<file path="config.mk">
export PLATFORM = sky130hd
export DESIGN_NAME = memory_access
export DESIGN_NICKNAME = d
export VERILOG_FILES = /design/src/rtl/mips_pkg.sv /design/src/rtl/memory_access.sv
export SDC_FILE = /design/constraint.sdc
export NUM_CORES = 1
export LEC_CHECK = 0
export ABC_CLOCK_PERIOD_IN_PS = 4300
export BUFFER_PORTS_ARGS = -buffer_cell sky130_fd_sc_hd__buf_2
export CORE_MARGIN = 1.5
export CORE_UTILIZATION = 50
export DETAILED_ROUTE_END_ITERATION = 7
export PLACE_DENSITY = 0.69
export SLEW_MARGIN = 20
export SYNTH_ARGS = -nofsm -noshare
export SYNTH_HDL_FRONTEND = slang
export SYNTH_SLANG_ARGS = --single-unit
export TNS_END_PERCENT = 100
</file>
<file path="constraint.sdc">
create_clock -name i_clock -period 4.3 [get_ports i_clock]
set_input_delay 0.43 -clock i_clock [delete_from_list [all_inputs] [get_ports i_clock]]
set_output_delay 0.43 -clock i_clock [all_outputs]
set_load 0.005 [all_outputs]
</file>
<file path="src/rtl/mips_pkg.sv">
package mips_pkg;

    // ----------------------------------------------------------------------
    // Widths and plain vector types
    // ----------------------------------------------------------------------
    localparam int NB_DATA = 32;                // Datapath width

    typedef logic [NB_DATA-1:0] word_t;         // Data, instruction and PC values
    typedef logic [4:0]         reg_addr_t;     // Register number
    typedef logic [5:0]         opcode_t;       // instr[31:26]
    typedef logic [5:0]         funct_t;        // instr[5:0] of R-type
    typedef logic [2:0]         alu_op_t;       // Internal ALU operation code

    // ALU operation codes
    localparam alu_op_t ALU_ADD = 3'd0;
    localparam alu_op_t ALU_SUB = 3'd1;
    localparam alu_op_t ALU_AND = 3'd2;
    localparam alu_op_t ALU_OR  = 3'd3;
    localparam alu_op_t ALU_SLT = 3'd4;         // Signed compare

    // ----------------------------------------------------------------------
    // MIPS encodings
    // ----------------------------------------------------------------------
    localparam opcode_t OP_RTYPE = 6'h00;
    localparam opcode_t OP_ADDI  = 6'h08;
    localparam opcode_t OP_LW    = 6'h23;
    localparam opcode_t OP_SW    = 6'h2b;
    localparam opcode_t OP_BEQ   = 6'h04;
    localparam opcode_t OP_BNE   = 6'h05;

    localparam funct_t FN_ADD = 6'h20;
    localparam funct_t FN_SUB = 6'h22;
    localparam funct_t FN_AND = 6'h24;
    localparam funct_t FN_OR  = 6'h25;
    localparam funct_t FN_SLT = 6'h2a;

    localparam word_t HALT_WORD = 32'hffff_ffff;    // End of program marker

    // ----------------------------------------------------------------------
    // Control bundle and pipeline registers
    // ----------------------------------------------------------------------
    typedef struct packed {
        logic    reg_dst;       // 1 = rd, 0 = rt
        logic    alu_src;       // 1 = immediate as operand B
        alu_op_t alu_op;
        logic    mem_read;
        logic    mem_write;
        logic    mem_to_reg;    // WB takes load data
        logic    reg_write;
    } ctrl_t;

    typedef struct packed {
        word_t pc_plus4;
        word_t instr;
    } if_id_t;

    typedef struct packed {
        ctrl_t     ctrl;
        word_t     ra_data;
        word_t     rb_data;
        word_t     imm;         // Sign extended
        reg_addr_t rt;
        reg_addr_t rd;
    } id_ex_t;

    typedef struct packed {
        logic      mem_read;
        logic      mem_write;
        logic      mem_to_reg;
        logic      reg_write;
        word_t     alu_data;    // Result or byte address
        word_t     store_data;
        reg_addr_t dest;
    } ex_mem_t;

    typedef struct packed {
        logic      reg_write;
        logic      mem_to_reg;
        word_t     alu_data;
        word_t     load_data;
        reg_addr_t dest;
    } mem_wb_t;

    // Instruction memory write, address kept by fetch
    typedef struct packed {
        logic  valid;
        word_t data;
    } imem_wr_t;

endpackage
</file>
<file path="src/rtl/memory_access.sv">
`timescale 1ns/1ps

module memory_access #(
    parameter int NB_DMEM_ADDR = 5                  // Word address bits
) (
    input  logic                    i_clock,
    input  mips_pkg::ex_mem_t       i_ex_mem,
    input  logic [NB_DMEM_ADDR-1:0] i_debug_mem_addr,
    output mips_pkg::word_t         o_load_data,
    output mips_pkg::word_t         o_debug_read_mem
);
    import mips_pkg::*;

    localparam int N_DMEM_WORDS = 2 ** NB_DMEM_ADDR;

    word_t                   dmem [N_DMEM_WORDS];
    logic [NB_DMEM_ADDR-1:0] word_addr;

    // Byte address to word index, low two bits ignored
    assign word_addr = i_ex_mem.alu_data[NB_DMEM_ADDR+1:2];

    // ----------------------------------------------------------------------
    // Store port
    // ----------------------------------------------------------------------
    always_ff @(posedge i_clock) begin
        if (i_ex_mem.mem_write) begin
            dmem[word_addr] <= i_ex_mem.store_data;     // Full word only
        end
    end

    // Load and debug reads, both combinational
    assign o_load_data      = i_ex_mem.mem_read ? dmem[word_addr] : '0;
    assign o_debug_read_mem = dmem[i_debug_mem_addr];

endmodule

</file>
# Yosys cells after proc, flatten, opt, wreduce, memory -nomap -nowiden
# Memory sizes are Yosys's and may differ from the RTL's.
# Index checks and enable logic that the tools add are counted.
[totals]
mem_count = 1
elab_cells = 4
ramBits = 1024
ff_bits = 0
[op_classes]
muxes = 3
[memory_table]
columns = ["name", "words", "word_bits", "read_ports", "rd_ports_with_merged_regs", "write_ports", "line_no", "text"]
rows = [
  ["dmem", 32, 32, 2, 0, 1, "memory_access.sv:16", "word_t dmem [N_DMEM_WORDS];"],
]
[ops]
columns = ["cell", "count"]
rows = [
  ["two-way mux 32 bit", 1],
  ["two-way mux 1 bit", 2],
]

# Logic depth before layout (Yosys ltp)
[logic_depth]
depth_word = 2
depth_mapped = 8

# Worst setup path after synthesis
# Ideal clock, no wire load.
[synth_timing]
path_type = "input-to-reg"
start = "input i_ex_mem[40] in the netlist's numbering"
end = "memory dmem[24][0] in the netlist's numbering, enable pin"
t_arrival_ps = 3661
stages = 6
required_ps = 3839
setup_ps = 461
slack_ps = 178
n_path_buf = 4
cell_sequence = "buf_2 buf_2 buf_2 or3b_2 clkbuf_1 nor3_1"
[synth_lines]
columns = ["element", "line_no", "text"]
rows = [
  ["start, declared", "memory_access.sv:7", "input mips_pkg::ex_mem_t i_ex_mem,"],
  ["end, declared", "memory_access.sv:16", ""],
]
# No word-level cell before the write port.

# Final worst setup path
[layout_timing]
start = "input i_ex_mem[41] in the netlist's numbering"
end = "output o_load_data[18]"
[layout_via]
elab_chain_cells = 2
[layout_rtl]
columns = ["element", "line_no", "text"]
rows = [
  ["memory (32 x 32 bit)", "-", ""],
  ["two-way mux 32 bit", "memory_access.sv:32", "assign o_load_data = i_ex_mem.mem_read ? dmem[word_addr] : '0;"],
  ["end, declared", "memory_access.sv:9", "output mips_pkg::word_t o_load_data,"],
]
# No other way between the ends.

==> flow_summary.toml <==
[run_status]
status = "complete, no violations"

[sta]
setup_tns_ns = 0
fin_crit_sh_pct = 85.4
finalSetupViolCount = 0
whs_ns = 0.230
finalHoldViolations = 0
finalCriticalPeriod_ns = 3.67
tightest_slew_ns = 1.12
slew_headroom_pct = 25.6
slew_violations = 0
rsz0062_at_grt = "false"
clock.fmax_ghz = 0.272

[yosys]
ys_ff_latch = 1024
seq_area_frac_synth_pct = 64.8
synthAdderAreaFrac_pct = 0
synth_cell_types = 35
synth_area_leaders = "edfxtp_1, mux2i_1, mux4_2, o22ai_1, a22o_1"
syn_area_um2 = 47400
synth.largest_area_cell = "edfxtp_1"
synth_top_flop_cell = "edfxtp_1"
ys_warn_count = 0
synth_compound_area_share_pct = 7.20
synth_nets = 2839
yosysTopAreaCellShare_pct = 64.8
synth_xor_area_share_pct = 0
synthArstFlopShare_pct = 0
netlist_instances = 2760
synthSimpleGateAreaFrac_pct = 2.70
syn_area_per_cell_um2 = 17.2
synth_edf_count = 1024
synth_mux_area_share_pct = 22.8
synth_top_family_by_area = "multiplexers"

[critical_path]
crit_buf_inv = 3
critPathMaxFanout = 27
critPathSlowestCell = "or4b_2"
endpoint_kind = "output port"
crit_top_cell = "buf_2"
crit_path_start_kind = "input pin"
path_cells = "buf_2, or4b_2, buf_4, o22ai_1, nor4_1, a21boi_1, buf_2"
path_delay_family = "simple AND/OR/NAND/NOR gates"
critPathMaxStageDelay_ns = 1.14
critPathKind = "input pin to output port"
crit_required_ns = 3.87
worstPathArrival_ns = 3.24

[finish]
largest_reg_flops = 1024
final_core_util_pct = 56.9
layout_common_cells = "edfxtp_1, mux2i_1, o22ai_1"
regMostFlops = "dmem"
num-nets-final = 2956
reg.largest.list = "dmem: 1024 flops"
areaGrowthSynthToFinish_pct = 12.2
drive_above_1_share_pct = 22.3
layout_commonest_cell = "edfxtp_1"
nFillCells = 7118

[drt]
viasPerCell = 7.16
antenna_left = 0
first_pass_iters = 6
route.detailed.drc = 0
drtIter0Drc = 4554
wl_per_cell_um = 36.2
dr_total_vias = 30200
drt_wl_total_um = 153000

[grt]
grt_max_degree = 91
track_usage_pct = 31.3
antenna_found_initial = 11
overflow = 0
grt_pass1_vias = 30200
grt_pass1_wl_um = 216000

[worst_hold_path]
hold_path_class = "input pin to flip-flop"

[die]
dieArea_um2 = 96700
die_x_um = 311
die_h_um = 311
core-area_um2 = 93600
rows = 112
io_pins = 143
start_util_pct = 50.7

[place]
portBuffers = 108
gp_congestion = 0.889
dp_hpwl_um = 86600

[cts]
path_clk_slew_ns = 0.06
ctsResizeCount = 0
htreeDepth = 3
clockBufferDepth = 3
cts_tree = "done"
numCtsBuffers = 103
cts_setup_buffers = 0
cts_hold_buf = 0
cts.sink_count = 1024
root_buffer = "clkbuf_16"

[pwr]
p_per_area_nw_per_um2 = 402
irDropWorstVdd_v = 0.000283
p_leak_nw = 18.2

[run]
max_cap_viol_count = 0
## cells in the mapped netlist (all sizes together), types with 6 or more instances
master / n
nand4bb: 6
a22o: 64
and2: 33
nor2: 31
a21boi: 64
mux4: 224
nor3: 36
clkbuf: 94
a31oi: 32
buf: 134
mux2i: 576
edfxtp: 1024
o22ai: 256
nand2: 34
o21bai: 32
a221oi: 32
nor4: 64
## final timing paths
kind,start,end,slack (ns),cells after the start
setup / recovery,i_ex_mem[41],o_load_data[18],0.63,7
hold / removal,i_ex_mem[34],dmem[0][29],0.23,1
## metal layers
metal	GRT usage [%]	wire (um)	part of all wire, %
met3	8.84	21700	14
met2	46.3	67700	44
met5	0	45	0.029
met4	13.5	7090	4.6
met1	43.5	56100	37
## cell families after synthesis
family / after synthesis
DFF: 1024
muxes: 800
AOI/OAI and AO/OA: 480
buffers and inverters: 229
and+or+nand+nor: 227
## where the power goes
group          total, mW  internal (mW)  switching (mW)
combinational       1.77          0.683            1.08
clock               8.46           4.71            3.75
sequential          11.2           11.1          0.0537
## through the flow
stage | cells | area (um^2) | total power [mW] | worst slack [ns]
after CTS | 4213 | 53200 | 21.4 | 0.722
final | 4218 | 53200 | 21.4 | 0.629
after global routing | 4214 | 53200 | 21.9 | 0.630
after global placement | 4026 | 50100 | 13.1 | 0.804
after detailed placement | 4026 | 50100 | 13.1 | 0.767
after floorplan | 2760 | 47400 | 12.4 | 0.178
## layout make-up
class	count	area [um^2]	area share (%)
clock buffers	125	2680	5.04
diodes	5	12.5	0.0235
well taps	1254	1570	2.95
inverters	1	5.00	0.00940
flip-flops and latches	1024	30700	57.8
multi-input cells	1507	15900	29.8
repair buffers	240	1900	3.57
clock inverters	62	438	0.823
No activity file was read; power rests on OpenSTA's default activity.
