`config.mk`:
```
export PLATFORM = sky130hd
export DESIGN_NAME = execution
export DESIGN_NICKNAME = d
export VERILOG_FILES = /design/src/rtl/mips_pkg.sv /design/src/rtl/execution.sv
export SDC_FILE = /design/constraint.sdc
export NUM_CORES = 1
export LEC_CHECK = 0
export BUFFER_PORTS_ARGS = -buffer_cell sky130_fd_sc_hd__buf_2
export CAP_MARGIN = 20
export CORE_AREA = 4 4 104 106
export DETAILED_ROUTE_END_ITERATION = 7
export DIE_AREA = 0 0 108 110
export GPL_ROUTABILITY_DRIVEN = 0
export GPL_TIMING_DRIVEN = 0
export PLACE_DENSITY_LB_ADDON = 0.12
export SYNTH_ARGS = -nofsm -noshare
export SYNTH_HDL_FRONTEND = slang
export SYNTH_SLANG_ARGS = --single-unit
```
`constraint.sdc`:
```
create_clock -name vclk -period 14.6
set_input_delay 4.38 -clock vclk [all_inputs]
set_output_delay 4.38 -clock vclk [all_outputs]
set_load 0.02 [all_outputs]
```
`src/rtl/mips_pkg.sv`:
```
package mips_pkg;

    // ----------------------------------------------------------------------
    // Widths and plain vector types
    // ----------------------------------------------------------------------
    localparam int NB_DATA = 32;                // Datapath width

    typedef logic [NB_DATA-1:0] word_t;         // Data, instruction and PC values
    typedef logic [4:0]         reg_addr_t;     // Register number
    typedef logic [5:0]         opcode_t;       // instr[31:26]
    typedef logic [5:0]         funct_t;        // instr[5:0] of R-type
    typedef logic [2:0]         alu_op_t;       // Internal ALU operation code

    // ALU operation codes
    localparam alu_op_t ALU_ADD = 3'd0;
    localparam alu_op_t ALU_SUB = 3'd1;
    localparam alu_op_t ALU_AND = 3'd2;
    localparam alu_op_t ALU_OR  = 3'd3;
    localparam alu_op_t ALU_SLT = 3'd4;         // Signed compare

    // ----------------------------------------------------------------------
    // MIPS encodings
    // ----------------------------------------------------------------------
    localparam opcode_t OP_RTYPE = 6'h00;
    localparam opcode_t OP_ADDI  = 6'h08;
    localparam opcode_t OP_LW    = 6'h23;
    localparam opcode_t OP_SW    = 6'h2b;
    localparam opcode_t OP_BEQ   = 6'h04;
    localparam opcode_t OP_BNE   = 6'h05;

    localparam funct_t FN_ADD = 6'h20;
    localparam funct_t FN_SUB = 6'h22;
    localparam funct_t FN_AND = 6'h24;
    localparam funct_t FN_OR  = 6'h25;
    localparam funct_t FN_SLT = 6'h2a;

    localparam word_t HALT_WORD = 32'hffff_ffff;    // End of program marker

    // ----------------------------------------------------------------------
    // Control bundle and pipeline registers
    // ----------------------------------------------------------------------
    typedef struct packed {
        logic    reg_dst;       // 1 = rd, 0 = rt
        logic    alu_src;       // 1 = immediate as operand B
        alu_op_t alu_op;
        logic    mem_read;
        logic    mem_write;
        logic    mem_to_reg;    // WB takes load data
        logic    reg_write;
    } ctrl_t;

    typedef struct packed {
        word_t pc_plus4;
        word_t instr;
    } if_id_t;

    typedef struct packed {
        ctrl_t     ctrl;
        word_t     ra_data;
        word_t     rb_data;
        word_t     imm;         // Sign extended
        reg_addr_t rt;
        reg_addr_t rd;
    } id_ex_t;

    typedef struct packed {
        logic      mem_read;
        logic      mem_write;
        logic      mem_to_reg;
        logic      reg_write;
        word_t     alu_data;    // Result or byte address
        word_t     store_data;
        reg_addr_t dest;
    } ex_mem_t;

    typedef struct packed {
        logic      reg_write;
        logic      mem_to_reg;
        word_t     alu_data;
        word_t     load_data;
        reg_addr_t dest;
    } mem_wb_t;

    // Instruction memory write, address kept by fetch
    typedef struct packed {
        logic  valid;
        word_t data;
    } imem_wr_t;

endpackage
```
`src/rtl/execution.sv`:
```
`timescale 1ns/1ps

module execution (
    input  mips_pkg::id_ex_t  i_id_ex,
    output mips_pkg::ex_mem_t o_ex_mem
);
    import mips_pkg::*;

    word_t opnd_a;
    word_t opnd_b;
    word_t alu_result;

    assign opnd_a = i_id_ex.ra_data;
    assign opnd_b = i_id_ex.ctrl.alu_src ? i_id_ex.imm : i_id_ex.rb_data;

    // ----------------------------------------------------------------------
    // ALU
    // ----------------------------------------------------------------------
    always_comb begin
        case (i_id_ex.ctrl.alu_op)
            ALU_ADD: alu_result = opnd_a + opnd_b;
            ALU_SUB: alu_result = opnd_a - opnd_b;
            ALU_AND: alu_result = opnd_a & opnd_b;
            ALU_OR:  alu_result = opnd_a | opnd_b;
            ALU_SLT: begin
                // Signed compare, result is 0 or 1
                alu_result = ($signed(opnd_a) < $signed(opnd_b)) ? 32'd1 : 32'd0;
            end
            default: alu_result = opnd_a + opnd_b;
        endcase
    end

    // Pass memory and WB controls on
    always_comb begin
        o_ex_mem.mem_read   = i_id_ex.ctrl.mem_read;
        o_ex_mem.mem_write  = i_id_ex.ctrl.mem_write;
        o_ex_mem.mem_to_reg = i_id_ex.ctrl.mem_to_reg;
        o_ex_mem.reg_write  = i_id_ex.ctrl.reg_write;
        o_ex_mem.alu_data   = alu_result;
        o_ex_mem.store_data = i_id_ex.rb_data;          // rt value for sw
        o_ex_mem.dest       = i_id_ex.ctrl.reg_dst ? i_id_ex.rd : i_id_ex.rt;
    end

endmodule

```
-- Yosys cells after proc, flatten, opt, wreduce, memory -nomap -nowiden
Index checks and enable logic that the tools add are counted.
- bits in read-only memories: 0
- memories kept: 0
- flip-flop bits (word level): 0
- input bits: 115
- logic and storage cells: 13
- memory bits (writable): 0
- bits in latches: 0
- shift-type cells: 0
- add/subtract/negate cells: 2
- reduce and logical (&&, ||, !) cells: 0
- bitwise operators: 2
- eq/ne operators: 4
- muxes and demuxes: 4
- order comparisons: 1
- div/mod/pow operators: 0
- $mul: 0
- operators with widths (kind ; count):
    case mux 32 bit (4 select lines) ; 1
    adder 32 bit ; 1
    AND 32 bit ; 1
    less-than comparator 32 bit ; 1
    two-way mux 32 bit ; 1
    OR 32 bit ; 1
    subtractor 32 bit ; 1
    equality test 3 x 2 -> 1 bit (second input constant) ; 2
    two-way mux 5 bit ; 1
    equality test 3 x 1 -> 1 bit (second input constant) ; 1
    equality test 3 bit (second input constant) ; 1
    two-way mux 1 bit ; 1

-- Logic depth before layout (Yosys ltp)
- depth after elaboration: 4
- mapped depth: 16
- mapped depth without buffers: 14

-- Worst setup path before layout
OpenSTA, ideal clock, no wires.
- kind: input-to-output
- start point: input port i_id_ex[113] (netlist name)
- end point: output port o_ex_mem[59] (netlist name)
- data required time: 10220 ps
- setup slack: 1968 ps
- path buffers: 2
- arrival time: 8252 ps
- cell stages on the path: 15
- path through: clkbuf_1 -> buf_1 -> mux2i_1 -> inv_1 -> ha_1 -> fa_1 -> o21bai_1 -> a21oi_1 -> o31ai_1 -> a311oi_1 -> o31a_1 -> a211oi_1 -> a221o_1 -> xnor2_1 -> a211oi_1
- RTL lines (what ; RTL line ; source):
    from (decl) ; execution.sv:4 ; input mips_pkg::id_ex_t i_id_ex,
    to (decl) ; execution.sv:5 ; output mips_pkg::ex_mem_t o_ex_mem

==> results.md <==
* Hold Crit Depth at 2
* Critical path class: in -> out
* Count of final hold-check violations at 0
* Critical path depth at 15
* Slowest stage delay, CP at 840 ps
* Wire per inst at 16.2 um
* Die area at 11900 sq um
* Design Area, Final at 6650 sq um
* Final Setup Violations at 0
* Data arrival, critical path at 9170 ps
* Hold WC Path Type: in -> out
* Final WL at 18200 um
* Slew headroom at 0.273
* Max Cap Violations at 0
* Syn_area_per_cell at 6.88 sq um
* CP max-delay cell: buf_1
* Total GRT Usage at 0.284
* Pwr dens at 51.1 nW/um^2
* Port bufs at 181
* Status: finished clean
* Via density at 5.97
* Fin. max-slew vios at 0
* Mapped Area at 5580 sq um
* Yosys warnings at 0
* Clock buf count at 0
* CTS resizes at 0
* Synth unique cells at 69
* Worst vdd ir at 0.0372 mV
* Fill cells at 950
* Buffers & Inverters on Critical Path at 4
* # IOs at 188
* Leak Pwr at 3.51 nW
* DRT iter0 DRCs at 483
* Hold_buf cts at 0
* Initial antenna violation count at 0
* Die outline width at 108 um
* Utilization after layout at 0.680
* Largest net degree at the start of global routing at 11
* Setup Fix Bufs, Post-CTS at 0
* Fin crit share at 0.928
* # diodes at 0
* DR vias at 6710
* Min Tclk post-route at 13550 ps
* Cell Area, Placed at 6650 sq um
* Unrepaired setup endpoints after global routing: false
* Worst Path Required at 10220 ps
* Layout cells sized above 1 at 0.247
* Cell chain of the critical path: clkbuf_1, buf_1, mux2i_1, inv_1, fa_1, o21bai_1, a21oi_1, o31ai_1, a311oi_1, o31a_1, a211oi_1, a221o_1, xnor2_1, a211oi_1, buf_2
* Initial Utilization at 0.571
* DRT Pass-1 Iters at 5
* Die span in y at 110 um
* Register area share after synthesis at 0
* Syn Inst Count at 810
* Top cell family by delay on the critical path: compound AO/OA/AOI/OAI gates
* Area of the multi-input gates at 4760 sq um
* Register area at 0 sq um
* Max Clock Freq at 73.8 MHz
* Setup_tns at 0 ps
* Area grow syn2layout at 19.2%
* Remaining Overflow, GRT at 0
* Post-synth net total at 1030
* Seq cells at 0
* Top cell by count, worst path: a211oi_1
* Post-DRT Antenna Nets at 0
* Worst Setup End Kind: output pin
* Final-stage net count at 1213
* First-pass GRT wire length at 28100 um
* Critical Path Fanout Max at 10
* Vias in the first global route at 5886
* # rows at 36
* Commonest non-fill, non-tap cell in the layout: buf_2
* Most frequent cells in the layout: 188 x buf_2, 103 x ha_1, 99 x inv_1, 66 x a21oi_1, 53 x nor2_1
* Post-DP HPWL at 14700 um
* Hold path start: i_id_ex[108]
* CP Launch Type: input port
* Actual slew at the worst max-slew pin at 1090 ps
* Critical Path Source: i_id_ex[113]
* Core box area at 9770 sq um
* DR DRC count at 0
[final cells by class]
cell class / instances / share of cell area
Multi-Input combinational cell: 630 / 0.715
Timing Repair Buffer: 181 / 0.136
Tap cell: 133 / 0.0250
Inverter: 99 / 0.0559
Buffer: 81 / 0.0674
[cell families after synthesis]
group / Yosys count / synth area share
AOI/OAI and AO/OA: 285 / 0.349
xor gates and xnor gates: 15 / 0.0236
adders and majority gates: 106 / 0.240
buffers and inverters: 180 / 0.147
muxes: 46 / 0.0841
and+or+nand+nor: 178 / 0.157
[synth_stat cells (8+ instances only)]
library cell	n	share of area
nand2_1	36	0.024
clkbuf_1	33	0.022
o21bai_1	9	0.012
mux2i_1	39	0.070
o211ai_1	8	0.011
a21o_1	11	0.015
buf_4	36	0.048
nor2b_1	18	0.020
xnor2_1	10	0.016
nor3_1	12	0.011
a221oi_1	14	0.022
o21a_1	8	0.011
a211oi_1	8	0.011
a22oi_1	8	0.011
a21oi_1	66	0.059
o22ai_1	27	0.030
nor2_1	53	0.036
o21ai_0	51	0.046
ha_1	103	0.23
a31oi_1	10	0.011
inv_1	99	0.067
nand3_1	18	0.016
nand2b_1	10	0.011
[power breakdown]
group / switching, mW / leakage, nW / internal (mW)
Combinational: 0.209 / 3.51 / 0.131
Sequential: 0 / 0 / 0
Clock: 0 / 0 / 0
[routing by layer]
metal | GRT usage | wire [um]
met1 | 0.365 | 7360
met2 | 0.493 | 8380
met3 | 0.0408 | 1960
met4 | 0.0857 | 499
met5 | 0 | 0
[worst paths after layout]
check	to
worst max-delay path	o_ex_mem[59]
worst min-delay path	o_ex_mem[71]
[metrics by stage]
step | power (mW) | hold WS, ps | std cells | setup slack (ps)
finish | 0.340 | 8980 | 1124 | 1050
global route | 0.371 | 8990 | 1124 | 797
CTS | 0.334 | 8980 | 1124 | 1110
detailed placement | 0.332 | 8980 | 1124 | 1130
global placement | 0.330 | 8980 | 1124 | 1130
floorplan | 0.238 | 8870 | 810 | 1970
No activity file was read; power rests on OpenSTA's default activity.
