**src/rtl/mips_pkg.sv**
```systemverilog
package mips_pkg;

    // ----------------------------------------------------------------------
    // Widths and plain vector types
    // ----------------------------------------------------------------------
    localparam int NB_DATA = 32;                // Datapath width

    typedef logic [NB_DATA-1:0] word_t;         // Data, instruction and PC values
    typedef logic [4:0]         reg_addr_t;     // Register number
    typedef logic [5:0]         opcode_t;       // instr[31:26]
    typedef logic [5:0]         funct_t;        // instr[5:0] of R-type
    typedef logic [2:0]         alu_op_t;       // Internal ALU operation code

    // ALU operation codes
    localparam alu_op_t ALU_ADD = 3'd0;
    localparam alu_op_t ALU_SUB = 3'd1;
    localparam alu_op_t ALU_AND = 3'd2;
    localparam alu_op_t ALU_OR  = 3'd3;
    localparam alu_op_t ALU_SLT = 3'd4;         // Signed compare

    // ----------------------------------------------------------------------
    // MIPS encodings
    // ----------------------------------------------------------------------
    localparam opcode_t OP_RTYPE = 6'h00;
    localparam opcode_t OP_ADDI  = 6'h08;
    localparam opcode_t OP_LW    = 6'h23;
    localparam opcode_t OP_SW    = 6'h2b;
    localparam opcode_t OP_BEQ   = 6'h04;
    localparam opcode_t OP_BNE   = 6'h05;

    localparam funct_t FN_ADD = 6'h20;
    localparam funct_t FN_SUB = 6'h22;
    localparam funct_t FN_AND = 6'h24;
    localparam funct_t FN_OR  = 6'h25;
    localparam funct_t FN_SLT = 6'h2a;

    localparam word_t HALT_WORD = 32'hffff_ffff;    // End of program marker

    // ----------------------------------------------------------------------
    // Control bundle and pipeline registers
    // ----------------------------------------------------------------------
    typedef struct packed {
        logic    reg_dst;       // 1 = rd, 0 = rt
        logic    alu_src;       // 1 = immediate as operand B
        alu_op_t alu_op;
        logic    mem_read;
        logic    mem_write;
        logic    mem_to_reg;    // WB takes load data
        logic    reg_write;
    } ctrl_t;

    typedef struct packed {
        word_t pc_plus4;
        word_t instr;
    } if_id_t;

    typedef struct packed {
        ctrl_t     ctrl;
        word_t     ra_data;
        word_t     rb_data;
        word_t     imm;         // Sign extended
        reg_addr_t rt;
        reg_addr_t rd;
    } id_ex_t;

    typedef struct packed {
        logic      mem_read;
        logic      mem_write;
        logic      mem_to_reg;
        logic      reg_write;
        word_t     alu_data;    // Result or byte address
        word_t     store_data;
        reg_addr_t dest;
    } ex_mem_t;

    typedef struct packed {
        logic      reg_write;
        logic      mem_to_reg;
        word_t     alu_data;
        word_t     load_data;
        reg_addr_t dest;
    } mem_wb_t;

    // Instruction memory write, address kept by fetch
    typedef struct packed {
        logic  valid;
        word_t data;
    } imem_wr_t;

endpackage
```
**src/rtl/instruction_decode.sv**
```systemverilog
`timescale 1ns/1ps

module instruction_decode (
    input  logic                i_clock,
    input  mips_pkg::if_id_t    i_if_id,
    input  logic                i_wb_write,
    input  mips_pkg::reg_addr_t i_wb_dest,
    input  mips_pkg::word_t     i_wb_data,
    input  mips_pkg::reg_addr_t i_debug_reg_addr,
    output mips_pkg::id_ex_t    o_id_ex,
    output logic                o_branch_taken,
    output mips_pkg::word_t     o_branch_target,
    output mips_pkg::word_t     o_debug_read_reg
);
    import mips_pkg::*;

    word_t     regs [32];       // Register file
    opcode_t   opcode;
    funct_t    funct;
    reg_addr_t rs;
    reg_addr_t rt;
    reg_addr_t rd;
    word_t     imm;
    word_t     ra_data;
    word_t     rb_data;
    ctrl_t     ctrl;
    logic      is_beq;
    logic      is_bne;

    // Read with zero register and write-through of the WB value
    function automatic word_t read_reg(input reg_addr_t addr);
        word_t value;
        if (addr == '0) begin
            value = '0;
        end else if (i_wb_write && (i_wb_dest == addr)) begin
            value = i_wb_data;
        end else begin
            value = regs[addr];
        end
        return value;
    endfunction

    // ----------------------------------------------------------------------
    // Register file
    // ----------------------------------------------------------------------
    always_ff @(posedge i_clock) begin
        if (i_wb_write && (i_wb_dest != '0)) begin
            regs[i_wb_dest] <= i_wb_data;           // r0 never stored
        end
    end

    // Instruction fields
    assign opcode = i_if_id.instr[31:26];
    assign rs     = i_if_id.instr[25:21];
    assign rt     = i_if_id.instr[20:16];
    assign rd     = i_if_id.instr[15:11];
    assign funct  = i_if_id.instr[5:0];
    assign imm    = {{16{i_if_id.instr[15]}}, i_if_id.instr[15:0]};

    always_comb begin
        ra_data          = read_reg(rs);
        rb_data          = read_reg(rt);
        o_debug_read_reg = read_reg(i_debug_reg_addr);
    end

    // ----------------------------------------------------------------------
    // Control decode
    // ----------------------------------------------------------------------
    always_comb begin
        ctrl   = '0;                                // Unknown encodings become a NOP
        is_beq = 1'b0;
        is_bne = 1'b0;
        case (opcode)
            OP_RTYPE: begin
                ctrl.reg_dst   = 1'b1;
                ctrl.reg_write = 1'b1;
                case (funct)
                    FN_ADD:  ctrl.alu_op = ALU_ADD;
                    FN_SUB:  ctrl.alu_op = ALU_SUB;
                    FN_AND:  ctrl.alu_op = ALU_AND;
                    FN_OR:   ctrl.alu_op = ALU_OR;
                    FN_SLT:  ctrl.alu_op = ALU_SLT;
                    default: ctrl        = '0;      // Includes the all-zero NOP
                endcase
            end
            OP_ADDI: begin
                ctrl.alu_src   = 1'b1;
                ctrl.reg_write = 1'b1;
            end
            OP_LW: begin
                ctrl.alu_src    = 1'b1;             // Base plus offset
                ctrl.mem_read   = 1'b1;
                ctrl.mem_to_reg = 1'b1;
                ctrl.reg_write  = 1'b1;
            end
            OP_SW: begin
                ctrl.alu_src   = 1'b1;
                ctrl.mem_write = 1'b1;
            end
            OP_BEQ:  is_beq = 1'b1;
            OP_BNE:  is_bne = 1'b1;
            default: ctrl   = '0;
        endcase
    end

    // Branch resolved here, one delay slot follows
    assign o_branch_taken  = (is_beq && (ra_data == rb_data)) ||
                             (is_bne && (ra_data != rb_data));
    assign o_branch_target = i_if_id.pc_plus4 + {imm[29:0], 2'b00};

    always_comb begin
        o_id_ex.ctrl    = ctrl;
        o_id_ex.ra_data = ra_data;
        o_id_ex.rb_data = rb_data;
        o_id_ex.imm     = imm;
        o_id_ex.rt      = rt;
        o_id_ex.rd      = rd;
    end

endmodule

```
**config.mk**
```make
export PLATFORM = sky130hd
export DESIGN_NAME = instruction_decode
export DESIGN_NICKNAME = d
export VERILOG_FILES = /design/src/rtl/mips_pkg.sv /design/src/rtl/instruction_decode.sv
export SDC_FILE = /design/constraint.sdc
export NUM_CORES = 2
export LEC_CHECK = 0
export CAP_MARGIN = 15
export CORE_UTILIZATION = 52
export DETAILED_ROUTE_END_ITERATION = 10
export DONT_BUFFER_PORTS = 1
export PLACE_DENSITY = 0.67
export SYNTH_ARGS = -nofsm -noshare
export SYNTH_HDL_FRONTEND = slang
export SYNTH_SLANG_ARGS = --single-unit
```
**constraint.sdc**
```tcl
create_clock -name i_clock -period 14.7 [get_ports i_clock]
set_input_delay 2.205 -clock i_clock [delete_from_list [all_inputs] [get_ports i_clock]]
set_output_delay 2.205 -clock i_clock [all_outputs]
set_load 0.02 [all_outputs]
```
# Word level (Yosys, flattened, before mapping)
# Memory sizes are Yosys's and may differ from the RTL's.
# Cells that the tools add are included.
dict set report classes {
  add_sub_neg 1
  n_eq_ne 15
  n_mux 20
  n_reduce_logical 15
}
# cell count
set op_table {}
lappend op_table {{$mux 32} 6}
lappend op_table {{$eq 6x6->1 const B} 7}
lappend op_table {{$add 32x32->32} 1}
lappend op_table {{$eq 32x32->1} 1}
lappend op_table {{$ne 32x32->1} 1}
lappend op_table {{$eq 5x5->1} 3}
lappend op_table {{$logic_not 5->1} 3}
lappend op_table {{$eq 6x3->1 const B} 2}
lappend op_table {{$pmux 3 s4} 1}
lappend op_table {{$pmux 1 s2} 5}
lappend op_table {{$eq 6x4->1 const B} 1}
lappend op_table {{$logic_and 1x1->1} 6}
lappend op_table {{$logic_not 6->1} 1}
lappend op_table {{$mux 1} 6}
lappend op_table {{$reduce_bool 5->1} 1}
lappend op_table {{$reduce_or 5->1} 1}
lappend op_table {{$mux 3} 1}
lappend op_table {{$reduce_or 3->1} 1}
lappend op_table {{$mux 2} 1}
lappend op_table {{$reduce_or 2->1} 1}
lappend op_table {{$logic_or 1x1->1} 1}
dict set report word_totals {
  regBits 0
  ramBits 1024
  input_bits 108
  out_inout_bits 180
  wordCells 52
  n_memories 1
}
# memory depth word_bits read_ports rd_clocked_by_memory_dff write_ports line
set mem_list {}
lappend mem_list {regs 32 32 3 0 1 instruction_decode.sv:17} ;# word_t regs [32];

# Longest topological paths before layout
dict set report depth {
  ltp_word 7
  mapped_depth 15
  depth_no_buf 12
}

# Worst setup path after synthesis
# OpenSTA, ideal clock, no wires.
dict set report synth_timing {
  kind {input to output}
  from {input i_if_id[22] (netlist bit)}
  to {output o_branch_taken}
  arrival_ns 5.413
  t_required_ns 12.495
  setup_slack_ns 7.082
  path_stages 12
  cell_sequence {buf_2 > buf_2 > clkbuf_1 > mux4_2 > mux4_2 > nand3_1 > o221ai_1 > xor2_1 > nor4_1 > nand4_1 > nor4b_2 > mux2_1}
}
# element line
set synth_rtl {}
lappend synth_rtl {{from (decl)} instruction_decode.sv:5} ;# input mips_pkg::if_id_t i_if_id,
lappend synth_rtl {{to (decl)} instruction_decode.sv:11} ;# output logic o_branch_taken,

==> run metrics <==
Leakage=19.9 nW; Worst Path Max Fanout=262; clock sink total=1,024; VDD IR-drop max=96.8 µV; worst path required time=12.49 ns; first-pass GRT wire length=288,000 µm; routed len/inst=43.2 µm; Final ANT Viol Nets=0; Port-buffer cells=0; Root Buffer=clkbuf_16; PwrDens=110 nW/µm²; WP data arrival=7.38 ns; post-route insts no fill=4,748; post-synthesis register bit count=1,024; Adder-Cell Fraction of Synth Area=0.651%; hold_buf cts=0; biggest regs=regs x1024; total CTS buffers=110; RSZ-0062 raised after global routing=no; Area Overhead vs Synth=8.14%; post-detail-place hpwl=113,000 µm; EDFF count, synth=1,024; setup slack after layout=5.11 ns; Yosys top cell area share=52.3%; critical path endpoint category=primary output; initial antenna violation count=4; synthesized instance count=3,285; Core ar.=111,000 µm²; clock slew at reported path FFs=0.07 ns; Iter 0 DRT Violations=5,800; CTS tree=done; most common cell after layout, fill and taps aside=edfxtp_1; FFs w/ async S/R, synth=0%; largest net degree at the start of global routing=273; GRT overflow=0; Period Utilization, post-route=65.2%; Residual DRC=0; Cell Area, Synth=58,800 µm²; Worst Hold Class=in -> reg; max-capacitance violation count=0; Total GRT Usage=35.7%; H-tree levels=3; final hold vios=0; die width=338 µm; Slew @ Worst Pin=1.31 ns; minimum hold slack=1.57 ns; number of global-route vias before repair=37,572; Seq/Total Area, Yosys=52.3%; Mean Syn Cell Area=17.9 µm²; vias post-DR=37,683; setup violators final=0; # IOs=288; Vias/cell=7.94; largest family of logic cells by synthesized area=multiplexers; Post-Route WL=205,000 µm; Synth Area in Compound Gates=4.45%; Placed Cells=4,539; Yosys warning count=0; nets=3,301; Yosys top cell by area=edfxtp_1; post-CTS setup buffer count=0; pre-CTS WS=5.63 ns; # rows=122; setup_tns=0 ns; fraction of layout cells with a size suffix above 1=35.2%; die height=338 µm; Synth Area in XOR/XNOR=1.12%; FMAX=0.104 GHz; Slew headroom=12.9%; synth unique cells=72; routability cong.=0.899; Initial Util=52.8%; post-CTS sizing=0; Pre-antenna DRT Iters=6; Crit Path Class=in -> out; Final Max Slew Viols=0; Critical Path Source Type=primary input; max FFs per register=1,024; CTS Buffer Depth=3; top cells by area, synth=edfxtp_1 52%, mux4_2 32%, mux2i_1 2.7%; status=finished, final reports clean; largest reg by FF count=regs; Simple-Gate Fraction of Synth Area=3.22%; DIE AREA=114,000 µm²; Primary FF master, synth=edfxtp_1; mux cell area share after synthesis=35.3%; fin crit period=9.59 ns; commonest non-fill, non-tap cells in the layout=1,024 x edfxtp_1, 836 x mux4_2, 159 x mux2i_1
## metal layers
| layer | global-route usage (%) | wire, µm | up-vias |
|---|---|---|---|
| met4 | 16.3 | 11200 | 6 |
| met5 | 0 | 36 | - |
| met2 | 53.4 | 93100 | 3272 |
| li1 | - | - | 14009 |
| met1 | 47.0 | 69600 | 19795 |
| met3 | 12.7 | 31200 | 601 |
## logic make-up after synthesis
logic type | count (synthesis)
flip-flops | 1024
multiplexers | 1024
adder cells (fa/ha/maj) | 30
XOR/XNOR | 75
buffers and inverters | 353
AND/OR/NAND/NOR | 382
other | 1
AO/OA/AOI/OAI | 396
## layout make-up
cell class | instances | area [µm²]
clock buffers | 121 | 2820
well taps | 1488 | 1860
repair buffers | 70 | 529
diodes | 3 | 7.51
fillers | 8336 | 47800
flip-flops and latches | 1024 | 30700
inverters | 18 | 70.1
clock inverters | 85 | 865
multi-input cells | 1939 | 26700
## worst max-delay path, stage by stage
cell and delay, ns:
xnor2_1 0.31, nand2_1 0.17, or2_2 0.98, o21ai_0 0.17, a21oi_1 0.76, xnor2_1 0.40, nand4_1 0.44, nor4_1 0.33
nor4b_2 0.76, mux2_1 0.49
## stage by stage
stage	total power [mW]	area [µm²]	util, %
3_5_place_dp	4.13	59900	53.8
5_1_grt	7.10	63600	57.1
2_1_floorplan	4.05	58900	-
6_report	6.98	63600	57.1
4_1_cts	6.96	63600	57.1
3_3_place_gp	4.12	59900	53.7
## power breakdown
group,switching (mW),total [mW],internal (mW)
Clock,1.22,2.88,1.66
Combinational,0.428,0.812,0.384
Sequential,0.0264,3.28,3.26
## synthesized netlist by cell type, drive strengths merged (7+ instances only)
cell type and n:
edfxtp 1024, mux4 836, buf 206, mux2i 159
clkbuf 129, nor2 108, a21oi 94, nand2 78
a211oi 73, o21ai 49, xnor2 48, o22ai 42
nor3 35, a22oi 34, nand3 33, ha 29
mux2 29, nor2b 27, xor2 27, inv 18
a31oi 17, nand2b 17, a21o 16, nor4 15
a32oi 10, and2 10, nand4 10, o211ai 9
or3 8, a2111oi 7, and3 7, nor3b 7
or2 7
## worst paths after layout
check	startpoint	endpoint	slack, ns	depth (start not counted)
worst min-delay path	i_wb_data[20]	regs[8][20]	1.57	0
worst max-delay path	i_if_id[16]	o_branch_taken	5.11	10
No activity file was read; power rests on OpenSTA's default activity.
