==> src/rtl/mips_pkg.sv <==
package mips_pkg;

    // ----------------------------------------------------------------------
    // Widths and plain vector types
    // ----------------------------------------------------------------------
    localparam int NB_DATA = 32;                // Datapath width

    typedef logic [NB_DATA-1:0] word_t;         // Data, instruction and PC values
    typedef logic [4:0]         reg_addr_t;     // Register number
    typedef logic [5:0]         opcode_t;       // instr[31:26]
    typedef logic [5:0]         funct_t;        // instr[5:0] of R-type
    typedef logic [2:0]         alu_op_t;       // Internal ALU operation code

    // ALU operation codes
    localparam alu_op_t ALU_ADD = 3'd0;
    localparam alu_op_t ALU_SUB = 3'd1;
    localparam alu_op_t ALU_AND = 3'd2;
    localparam alu_op_t ALU_OR  = 3'd3;
    localparam alu_op_t ALU_SLT = 3'd4;         // Signed compare

    // ----------------------------------------------------------------------
    // MIPS encodings
    // ----------------------------------------------------------------------
    localparam opcode_t OP_RTYPE = 6'h00;
    localparam opcode_t OP_ADDI  = 6'h08;
    localparam opcode_t OP_LW    = 6'h23;
    localparam opcode_t OP_SW    = 6'h2b;
    localparam opcode_t OP_BEQ   = 6'h04;
    localparam opcode_t OP_BNE   = 6'h05;

    localparam funct_t FN_ADD = 6'h20;
    localparam funct_t FN_SUB = 6'h22;
    localparam funct_t FN_AND = 6'h24;
    localparam funct_t FN_OR  = 6'h25;
    localparam funct_t FN_SLT = 6'h2a;

    localparam word_t HALT_WORD = 32'hffff_ffff;    // End of program marker

    // ----------------------------------------------------------------------
    // Control bundle and pipeline registers
    // ----------------------------------------------------------------------
    typedef struct packed {
        logic    reg_dst;       // 1 = rd, 0 = rt
        logic    alu_src;       // 1 = immediate as operand B
        alu_op_t alu_op;
        logic    mem_read;
        logic    mem_write;
        logic    mem_to_reg;    // WB takes load data
        logic    reg_write;
    } ctrl_t;

    typedef struct packed {
        word_t pc_plus4;
        word_t instr;
    } if_id_t;

    typedef struct packed {
        ctrl_t     ctrl;
        word_t     ra_data;
        word_t     rb_data;
        word_t     imm;         // Sign extended
        reg_addr_t rt;
        reg_addr_t rd;
    } id_ex_t;

    typedef struct packed {
        logic      mem_read;
        logic      mem_write;
        logic      mem_to_reg;
        logic      reg_write;
        word_t     alu_data;    // Result or byte address
        word_t     store_data;
        reg_addr_t dest;
    } ex_mem_t;

    typedef struct packed {
        logic      reg_write;
        logic      mem_to_reg;
        word_t     alu_data;
        word_t     load_data;
        reg_addr_t dest;
    } mem_wb_t;

    // Instruction memory write, address kept by fetch
    typedef struct packed {
        logic  valid;
        word_t data;
    } imem_wr_t;

endpackage
==> src/rtl/program_loader.sv <==
`timescale 1ns/1ps

module program_loader (
    input  logic               i_clock,
    input  logic               i_rst,
    input  logic               i_load_valid,   // One cycle per byte
    input  logic [7:0]         i_load_byte,
    output mips_pkg::imem_wr_t o_imem_wr
);

    logic [1:0]  byte_cnt;      // Position inside the current word
    logic [23:0] byte_shift;    // First three bytes, oldest on top
    logic        word_done;

    assign word_done = i_load_valid && (byte_cnt == 2'd3);

    // Byte counter and write strobe
    always_ff @(posedge i_clock) begin
        if (i_rst) begin
            byte_cnt        <= '0;
            o_imem_wr.valid <= 1'b0;
        end else begin
            o_imem_wr.valid <= word_done;                  // High one cycle after 4th byte
            if (i_load_valid) begin
                byte_cnt <= byte_cnt + 2'd1;               // Wraps modulo four
            end
        end
    end

    // Byte assembly, first byte ends up most significant
    always_ff @(posedge i_clock) begin
        if (i_load_valid) begin
            byte_shift <= {byte_shift[15:0], i_load_byte};
        end
        if (word_done) begin
            o_imem_wr.data <= {byte_shift, i_load_byte};
        end
    end

endmodule

==> config.mk <==
export PLATFORM = sky130hd
export DESIGN_NAME = program_loader
export DESIGN_NICKNAME = d
export VERILOG_FILES = /design/src/rtl/mips_pkg.sv /design/src/rtl/program_loader.sv
export SDC_FILE = /design/constraint.sdc
export NUM_CORES = 1
export LEC_CHECK = 0
export BUFFER_PORTS_ARGS = -buffer_cell sky130_fd_sc_hd__buf_4
export CAP_MARGIN = 20
export CORE_AREA = 3 3 62 64
export DETAILED_ROUTE_END_ITERATION = 6
export DIE_AREA = 0 0 65 67
export GPL_TIMING_DRIVEN = 0
export HOLD_SLACK_MARGIN = 0.1
export PLACE_DENSITY = 0.79
export SYNTH_ARGS = -nofsm -noshare
export SYNTH_HDL_FRONTEND = slang
export SYNTH_SLANG_ARGS = --single-unit
==> constraint.sdc <==
create_clock -name i_clock -period 2.99 [get_ports i_clock]
set_input_delay 0.1495 -clock i_clock [delete_from_list [all_inputs] [get_ports i_clock]]
set_output_delay 0.1495 -clock i_clock [all_outputs]
set_load 0.02 [all_outputs]
======== Word level (Yosys, flattened, before mapping) ========
Cells that the tools add are included.
storage, ports and cells
  input bits .............................. 11
  register bits ........................... 59
  output and inout port bits .............. 33
  word-level logic and storage cells ...... 7
operators by class
  reductions and logical operators ........ 1
  eq/ne operators ......................... 1
  add/subtract/negate cells ............... 1
operator list
  kind                                         count
  adder 2 x 1 -> 2 bit, second input constant  1
  equality test 2 bit, second input constant   1
  logical AND 1 bit                            1

======== Logic depth before layout (Yosys ltp) ========
Gate-level depths: netlist of run 1.
  depth after elaboration ................. 2
  mapped depth ............................ 3
  mapped depth without buffers ............ 3

======== Least setup slack after synthesis of run 1 ========
OpenSTA, ideal clock, no wires.
  path type ............................... register to register
  start point ............................. reg byte_cnt[0]
  end point ............................... reg o_imem_wr[0] (netlist name), enable pin
  clock period less this slack ............ 1.148 ns
  data required time ...................... 2.649 ns
  library setup time ...................... 0.341 ns
  stages on the path, launching flop included .. 3
  slack ................................... 1.842 ns
  arrival time ............................ 0.807 ns
  path buffers ............................ 0
  path through ............................ dfxtp_1 -> ha_1 -> and2_4
between the ends
  longest elaborated chain between the ends .. 2
RTL lines
  item                    RTL line              source
  start, declared         program_loader.sv:11  logic [1:0] byte_cnt;
  start signal, assigned  program_loader.sv:25  byte_cnt <= byte_cnt + 2'd1;
  equality test 2 bit     program_loader.sv:15  assign word_done = i_load_valid && (byte_cnt == 2'd3);
  logical AND 1 bit       program_loader.sv:15
  named net word_done     program_loader.sv:13  logic word_done;
  end, declared           program_loader.sv:8   output mips_pkg::imem_wr_t o_imem_wr
The timed path passes the listed nets, and every way through them passes these cells.
A chain may end at the register's enable or synchronous reset.

======== Worst setup path after layout of run 1 ========
  start point ............................. reg byte_cnt[0]
  end point ............................... reg o_imem_wr[25] (netlist name), enable pin
Same word-level chain as after synthesis.

==> out/results.ini, run 1 <==
[run_status]
outcome=complete, no violations

[global_route]
grt_antenna_before_repair=0
grt_max_degree=34
grt_overflow=0
track_usage_pct=13.26
grt_pass1_wl_mm=3.939
grt_pass1_vias=868

[sta]
finalSetupTns_ps=0
period_needed_ps=1277
slew_viol_final=0
worst_pin_slew_ps=419.9
hold_violations=0
finalCritPeriodShare_pct=42.70
setup_viol=0
fmax_ghz=0.7832
slew_headroom_pct=72.01
fin_worst_skew_ps=6.207
grt_setup_unrepaired=false

[die]
fp.dieH_um=67
start_util_pct=54.03
core_um2=3337
die_x_um=65
rows=21
io_pins=44
dieArea_um2=4355

[worst_setup_path]
crit_fanout=33
cpLargestDelayFamily=simple AND/OR/NAND/NOR gates
r2r_slack_ps=1710
r2r.worst_path.cells=2
worstPathBufferInverterCount=0
critPathKind=reg2reg
crit_chain=ha_1 > and2_4
cp_slowest_stage_delay_ps=410
timing.rr.end=o_imem_wr[25]
arrival_ps=1290
slowest_stage=and2_4
critPathLaunchType=flip-flop
worstPathRequired_ps=3000
end_kind=flip-flop
worstReg2RegStart=byte_cnt[0]

[logic_synthesis]
synth_seq_cells=59
synth-seq-area-share_pct=96.60
syn_inst=66
synth-simple-area-share_pct=1.666
ys_async_sr_fraction_pct=0
synth-edff-count=56
yosysTopAreaCell=edfxtp_1
synth_top_family_by_area=simple AND/OR/NAND/NOR gates
syn-num-nets=78
synth_compound_area_share_pct=0
synth_mux_area_share_pct=0.5552
yosysUniqueCellTypes=8
netlist_top_cells_count=56 x edfxtp_1, 3 x dfxtp_1, 2 x nor2_1
ys.flop_type=edfxtp_1
synth.most_common_cell=edfxtp_1
synth_warnings=0
synthAdderAreaFrac_pct=0.6940
synthTopCellsByArea=edfxtp_1 93%, dfxtp_1 3.3%, nor2b_4 0.76%
synth_top_area_share_pct=93.27
synth-xor-area-share_pct=0.4858
synth.avg_cell_area_um2=27.32
syn_area_um2=1803

[worst_hold_path]
hold_path_class=in2reg
hold_start=i_load_valid
min_to=byte_shift[19]
hold_depth=1

[placement]
numPortBuffers=43
routabilityCongestion=0.6124

[cts]
cts_tree=done
cts_buffers=9
clk_latency_ps=360
path_clk_slew_ps=90
cts_root_buf=clkbuf_4
cts_sinks=59
htreeDepth=3
cts_max_path_buffers=2

[pwr]
vdd_drop_max_v=0.0003751
powerDensity_nw_per_um2=619.5
p_leak_uw=0.0008834
finalPower_uw=1481

[drt]
drt_iter0_markers=37
ant_nets=0
drc_errors=0
vias=801
routedWlPerCell_um=13.76
routed_wl_mm=2.463
vias_per_cell=4.475
dr.pass1.iters=4

[finish]
antenna_cells=0
area_delta_synth_final_pct=32.55
nets=141
drive_gt1_share_pct=41.35

[job]
cap_viol_max_count=0

## power by group
part | total [uW] | switching [uW] | internal, uW
logic | 49.6 | 24.4 | 25.2
clock network | 478 | 238 | 241
registers | 953 | 12.1 | 940
total | 1480 | 274 | 1210
## how the worst max path moves through the flow
stage               cells after the start  slack (ps)         start             to
finish                                  2        1710   byte_cnt[0]  o_imem_wr[25]
global placement                        2        1660  i_load_valid  o_imem_wr[17]
detailed placement                      2        1650  i_load_valid  o_imem_wr[17]
global route                            2        1610   byte_cnt[0]  o_imem_wr[26]
CTS                                     2        1700   byte_cnt[0]  o_imem_wr[30]
floorplan                               2        1840   byte_cnt[0]   o_imem_wr[0]
## cell type report
| class | count | area (um2) |
|---|---|---|
| sequential | 59 | 1742 |
| fill | 214 | 947.2 |
| timing repair buffer | 52 | 412.9 |
| clock buffer | 10 | 71.32 |
| multi-input combinational | 7 | 61.31 |
| tap | 46 | 57.56 |
| clock inverter | 5 | 45.04 |
## registers in the layout (all words and copies together) (netlist names)
register	count
byte_cnt	2
o_imem_wr	33
byte_shift	24
## cells by family after synthesis
logic type | count (synthesis)
xor gates and xnor gates | 1
adders and majority gates | 1
DFF | 59
muxes | 1
and+or+nand+nor | 4
## worst reg2reg max path: stages, from the launching register on
cell and delay [ps]:
dfxtp_1 360, ha_1 150, and2_4 410
## cells in the final DEF (no fill, tap or decap)
| master | n |
|---|---|
| ha_1 | 1 |
| dlygate4sd3_1 | 9 |
| xnor2_1 | 1 |
| edfxtp_1 | 56 |
| clkbuf_1 | 1 |
| nor2b_4 | 1 |
| mux2i_1 | 1 |
| buf_4 | 43 |
| nor2_1 | 2 |
| clkbuf_4 | 9 |
| dfxtp_1 | 3 |
| clkinv_1 | 4 |
| and2_4 | 1 |
| bufinv_16 | 1 |
## what timing repair did
action,4_1_cts,5_1_grt
setup buffers,0,0
endpoints found under the hold margin,19,0
resized for setup,0,0
hold buffers,9,0
## per-stage QoR
step / hold WS [ps] / std cells / util (%) / area [um2] / setup slack (ps)
2_1_floorplan: 213.8 / 66 / - / 1803 / 1842
3_3_place_gp: 335.9 / 155 / 65.43 / 2183 / 1663
3_5_place_dp: 341.1 / 155 / 65.43 / 2183 / 1646
4_1_cts: 194.9 / 179 / 71.62 / 2390 / 1696
5_1_grt: 200.2 / 179 / 71.62 / 2390 / 1612
6_report: 215.4 / 179 / 71.62 / 2390 / 1713
## layer usage
metal / vias to the layer above / track usage [%] / routed length [um]
met5: - / 0 / 0
met4: 0 / 11.87 / 37
met2: 28 / 22.99 / 1332
met1: 379 / 12.57 / 957
li1: 390 / - / -
met3: 4 / 3.879 / 135
Power figures use the tool's default switching activity.
==> run 2: changes to the inputs <==
- ABC_AREA: not set -> 1
- CORE_AREA: 3 3 62 64 -> 3 3 64 66
- DIE_AREA: 0 0 65 67 -> 0 0 67 69
- PLACE_DENSITY: 0.79 -> 0.75
- clock period: 2.99 -> 1.2 ns (I/O delays scaled with it)
==> out/results.ini, run 2 <==
[run_status]
outcome=complete, no violations

[die]
io_pins=44  ; unchanged
die_x_um=67  ; +3.1%
core_um2=3633  ; +8.9%
dieArea_um2=4623  ; +6.2%
rows=22  ; +4.8%
start_util_pct=49.62  ; -4.4 points
fp.dieH_um=69  ; +3.0%

[worst_hold_path]
hold_path_class=in2reg

[placement]
dp_slack_ps=-389.4  ; -2035 ps
routabilityCongestion=0.6238  ; +1.9%
dp_cells=164  ; +5.8%
dpl.hpwl_mm=1.535
numPortBuffers=43  ; unchanged

[finish]
top_regs=o_imem_wr: 33 flops, byte_shift: 24 flops, byte_cnt: 2 flops
area_delta_synth_final_pct=41.57
final_common_cell=edfxtp_1
layout_common_cells=56 x edfxtp_1, 45 x buf_4, 12 x clkbuf_8
largest_register_ffs=33  ; unchanged
fin_cells=194  ; +8.4%
drive_gt1_share_pct=45.89  ; +4.5 points
largest-register=o_imem_wr
nets=153  ; +8.5%
antenna_cells=0  ; unchanged

[sta]
fmax_ghz=0.8704  ; +11%
finalCritPeriodShare_pct=95.74  ; +53 points
fin_worst_skew_ps=8.163  ; +1.956 ps
setup_viol=0  ; unchanged
slew_headroom_pct=75.52  ; +3.5 points
period_needed_ps=1149  ; -128.0 ps
worst_pin_slew_ps=367.1  ; -52.73 ps
grt_setup_unrepaired=false
hold_violations=0  ; unchanged
slew_viol_final=0  ; unchanged
hold_ws_ps=178.1  ; -37.27 ps
fin_ws_ps=51.16  ; -1662 ps

[global_route]
grt_antenna_before_repair=0  ; unchanged
grt_pass1_vias=839  ; -3.3%
grt_max_degree=30  ; -12%
grt_overflow=0  ; unchanged
track_usage_pct=13.09  ; -0.17 points
grt_pass1_wl_mm=4.202  ; +6.7%

[logic_synthesis]
synth-edff-count=56  ; unchanged
netlist_top_cells_count=56 x edfxtp_1, 5 x nand2_1, 5 x nor2_1, 3 x dfxtp_1, 3 x inv_1
synth_top_area_share_pct=93.27  ; unchanged
synth-simple-area-share_pct=2.082  ; +0.42 points
synth-seq-area-share_pct=96.60  ; unchanged
synth.most_common_cell=edfxtp_1
yosysTopAreaCell=edfxtp_1
synth_compound_area_share_pct=0  ; unchanged
synthAdderAreaFrac_pct=0.6940  ; unchanged
synth.avg_cell_area_um2=24.70  ; -9.6%
synth_top_family_by_area=simple AND/OR/NAND/NOR gates
ys.flop_type=edfxtp_1
syn_inst=73  ; +11%
syn-num-nets=85  ; +9.0%
ys_async_sr_fraction_pct=0  ; unchanged
synth-xor-area-share_pct=0  ; -0.49 points
synth_mux_area_share_pct=0  ; -0.56 points
synthTopCellsByArea=edfxtp_1 93%, dfxtp_1 3.3%, nand2_1 1.0%
yosysUniqueCellTypes=6  ; -2
syn_area_um2=1803  ; unchanged
synth_warnings=0  ; unchanged
synth_seq_cells=59  ; unchanged

[drt]
routedWlPerCell_um=13.94  ; +1.3%
drc_errors=0  ; unchanged
vias=855  ; +6.7%
vias_per_cell=4.407  ; -1.5%
dr.pass1.iters=4  ; unchanged
drt_iter0_markers=22  ; -41%
routed_wl_mm=2.705  ; +9.8%
ant_nets=0  ; unchanged

[worst_setup_path]
worstPathRequired_ps=1280  ; -1720 ps
arrival_ps=1230  ; -60 ps
critPathLaunchType=flip-flop
crit_fanout=8  ; -76%
critPathKind=reg2reg
end_kind=flip-flop

[cts]
cts_buffers=9  ; unchanged
clk_latency_ps=320  ; -40 ps
cts_max_path_buffers=2  ; unchanged
cts_tree=done
path_clk_slew_ps=60  ; -30 ps
htreeDepth=3  ; unchanged
cts_root_buf=clkbuf_8
cts_sinks=59  ; unchanged

[pwr]
p_leak_uw=0.0009679  ; +9.6%
vdd_drop_max_v=0.0009047  ; +140%
powerDensity_nw_per_um2=1611  ; +160%

[job]
cap_viol_max_count=0  ; unchanged

==> run 2: cell types whose count changed after synthesis <==
| cell | change |
|---|---|
| nor2_1 | +3 |
| and2_4 | -1 |
| inv_1 | +3 |
| nand2_1 | +5 |
| xnor2_1 | -1 |
| mux2i_1 | -1 |
| nor2b_4 | -1 |
==> run 2: routing by layer <==
layer / share of wire, % / global-route usage [%] / vias to the layer above
li1: - / - / 417
met1: 39 / 14.11 / 400
met2: 51 / 20.85 / 33
met3: 7.6 / 5.863 / 5
met4: 2.0 / 7.432 / 0
met5: 0 / 0 / -
==> run 2: kinds of logic after synthesis <==
group | after synthesis
and+or+nand+nor | 10
buffers and inverters | 3
adders and majority gates | 1
DFF | 59
==> run 2: worst paths after layout <==
kind	startpoint	endpoint	slack, ps	cells after the start
max	byte_cnt[0]	o_imem_wr[10]	50	4
min	i_load_valid	byte_shift[0]	180	1
max reg2reg	byte_cnt[0]	o_imem_wr[10]	50	4
min reg2reg	byte_shift[16]	o_imem_wr[24]	420	0
==> run 2: where the power goes <==
part / switching, uW / total, uW / internal (uW)
clock network: 660 / 1570 / 912
logic: 78.4 / 155 / 76.9
registers: 32.8 / 2390 / 2350
==> run 2: timing repair <==
| item | in CTS | in global routing |
|---|---|---|
| gates cloned | 1 | 1 |
| hold endpoints to repair | 19 | 0 |
| endpoints found under the setup margin | 32 | 32 |
| gates resized for setup | 1 | 3 |
| hold buffers | 9 | 0 |
| setup buffers | 3 | 0 |
==> run 2: critical path, stage by stage, from the launching register on <==
cell and delay [ps]:
dfxtp_2 340, ha_4 160, nand2_4 90, clkinvlp_4 140, clkbuf_16 190
==> run 2: area by class of cell <==
type	instances	area [um2]
clock buffer	14	172.7
clock inverter	2	10.01
fill	242	1081
inverter	3	15.01
multi-input combinational	11	70.07
sequential	59	1744
tap	48	60.06
timing repair buffer	56	473.0
timing repair inverter	1	7.507
==> run 2: stage by stage <==
stage          utilization [%]  total power, uW  TNS [ps]  cell area [um2]
2_1_floorplan                -             2457     -5241             1813
3_3_place_gp             60.43             2529    -11620             2196
3_5_place_dp             60.43             2545    -12420             2196
4_1_cts                  69.11             4150         0             2511
5_1_grt                  70.25             4272         0             2552
6_report                 70.25             4113         0             2552
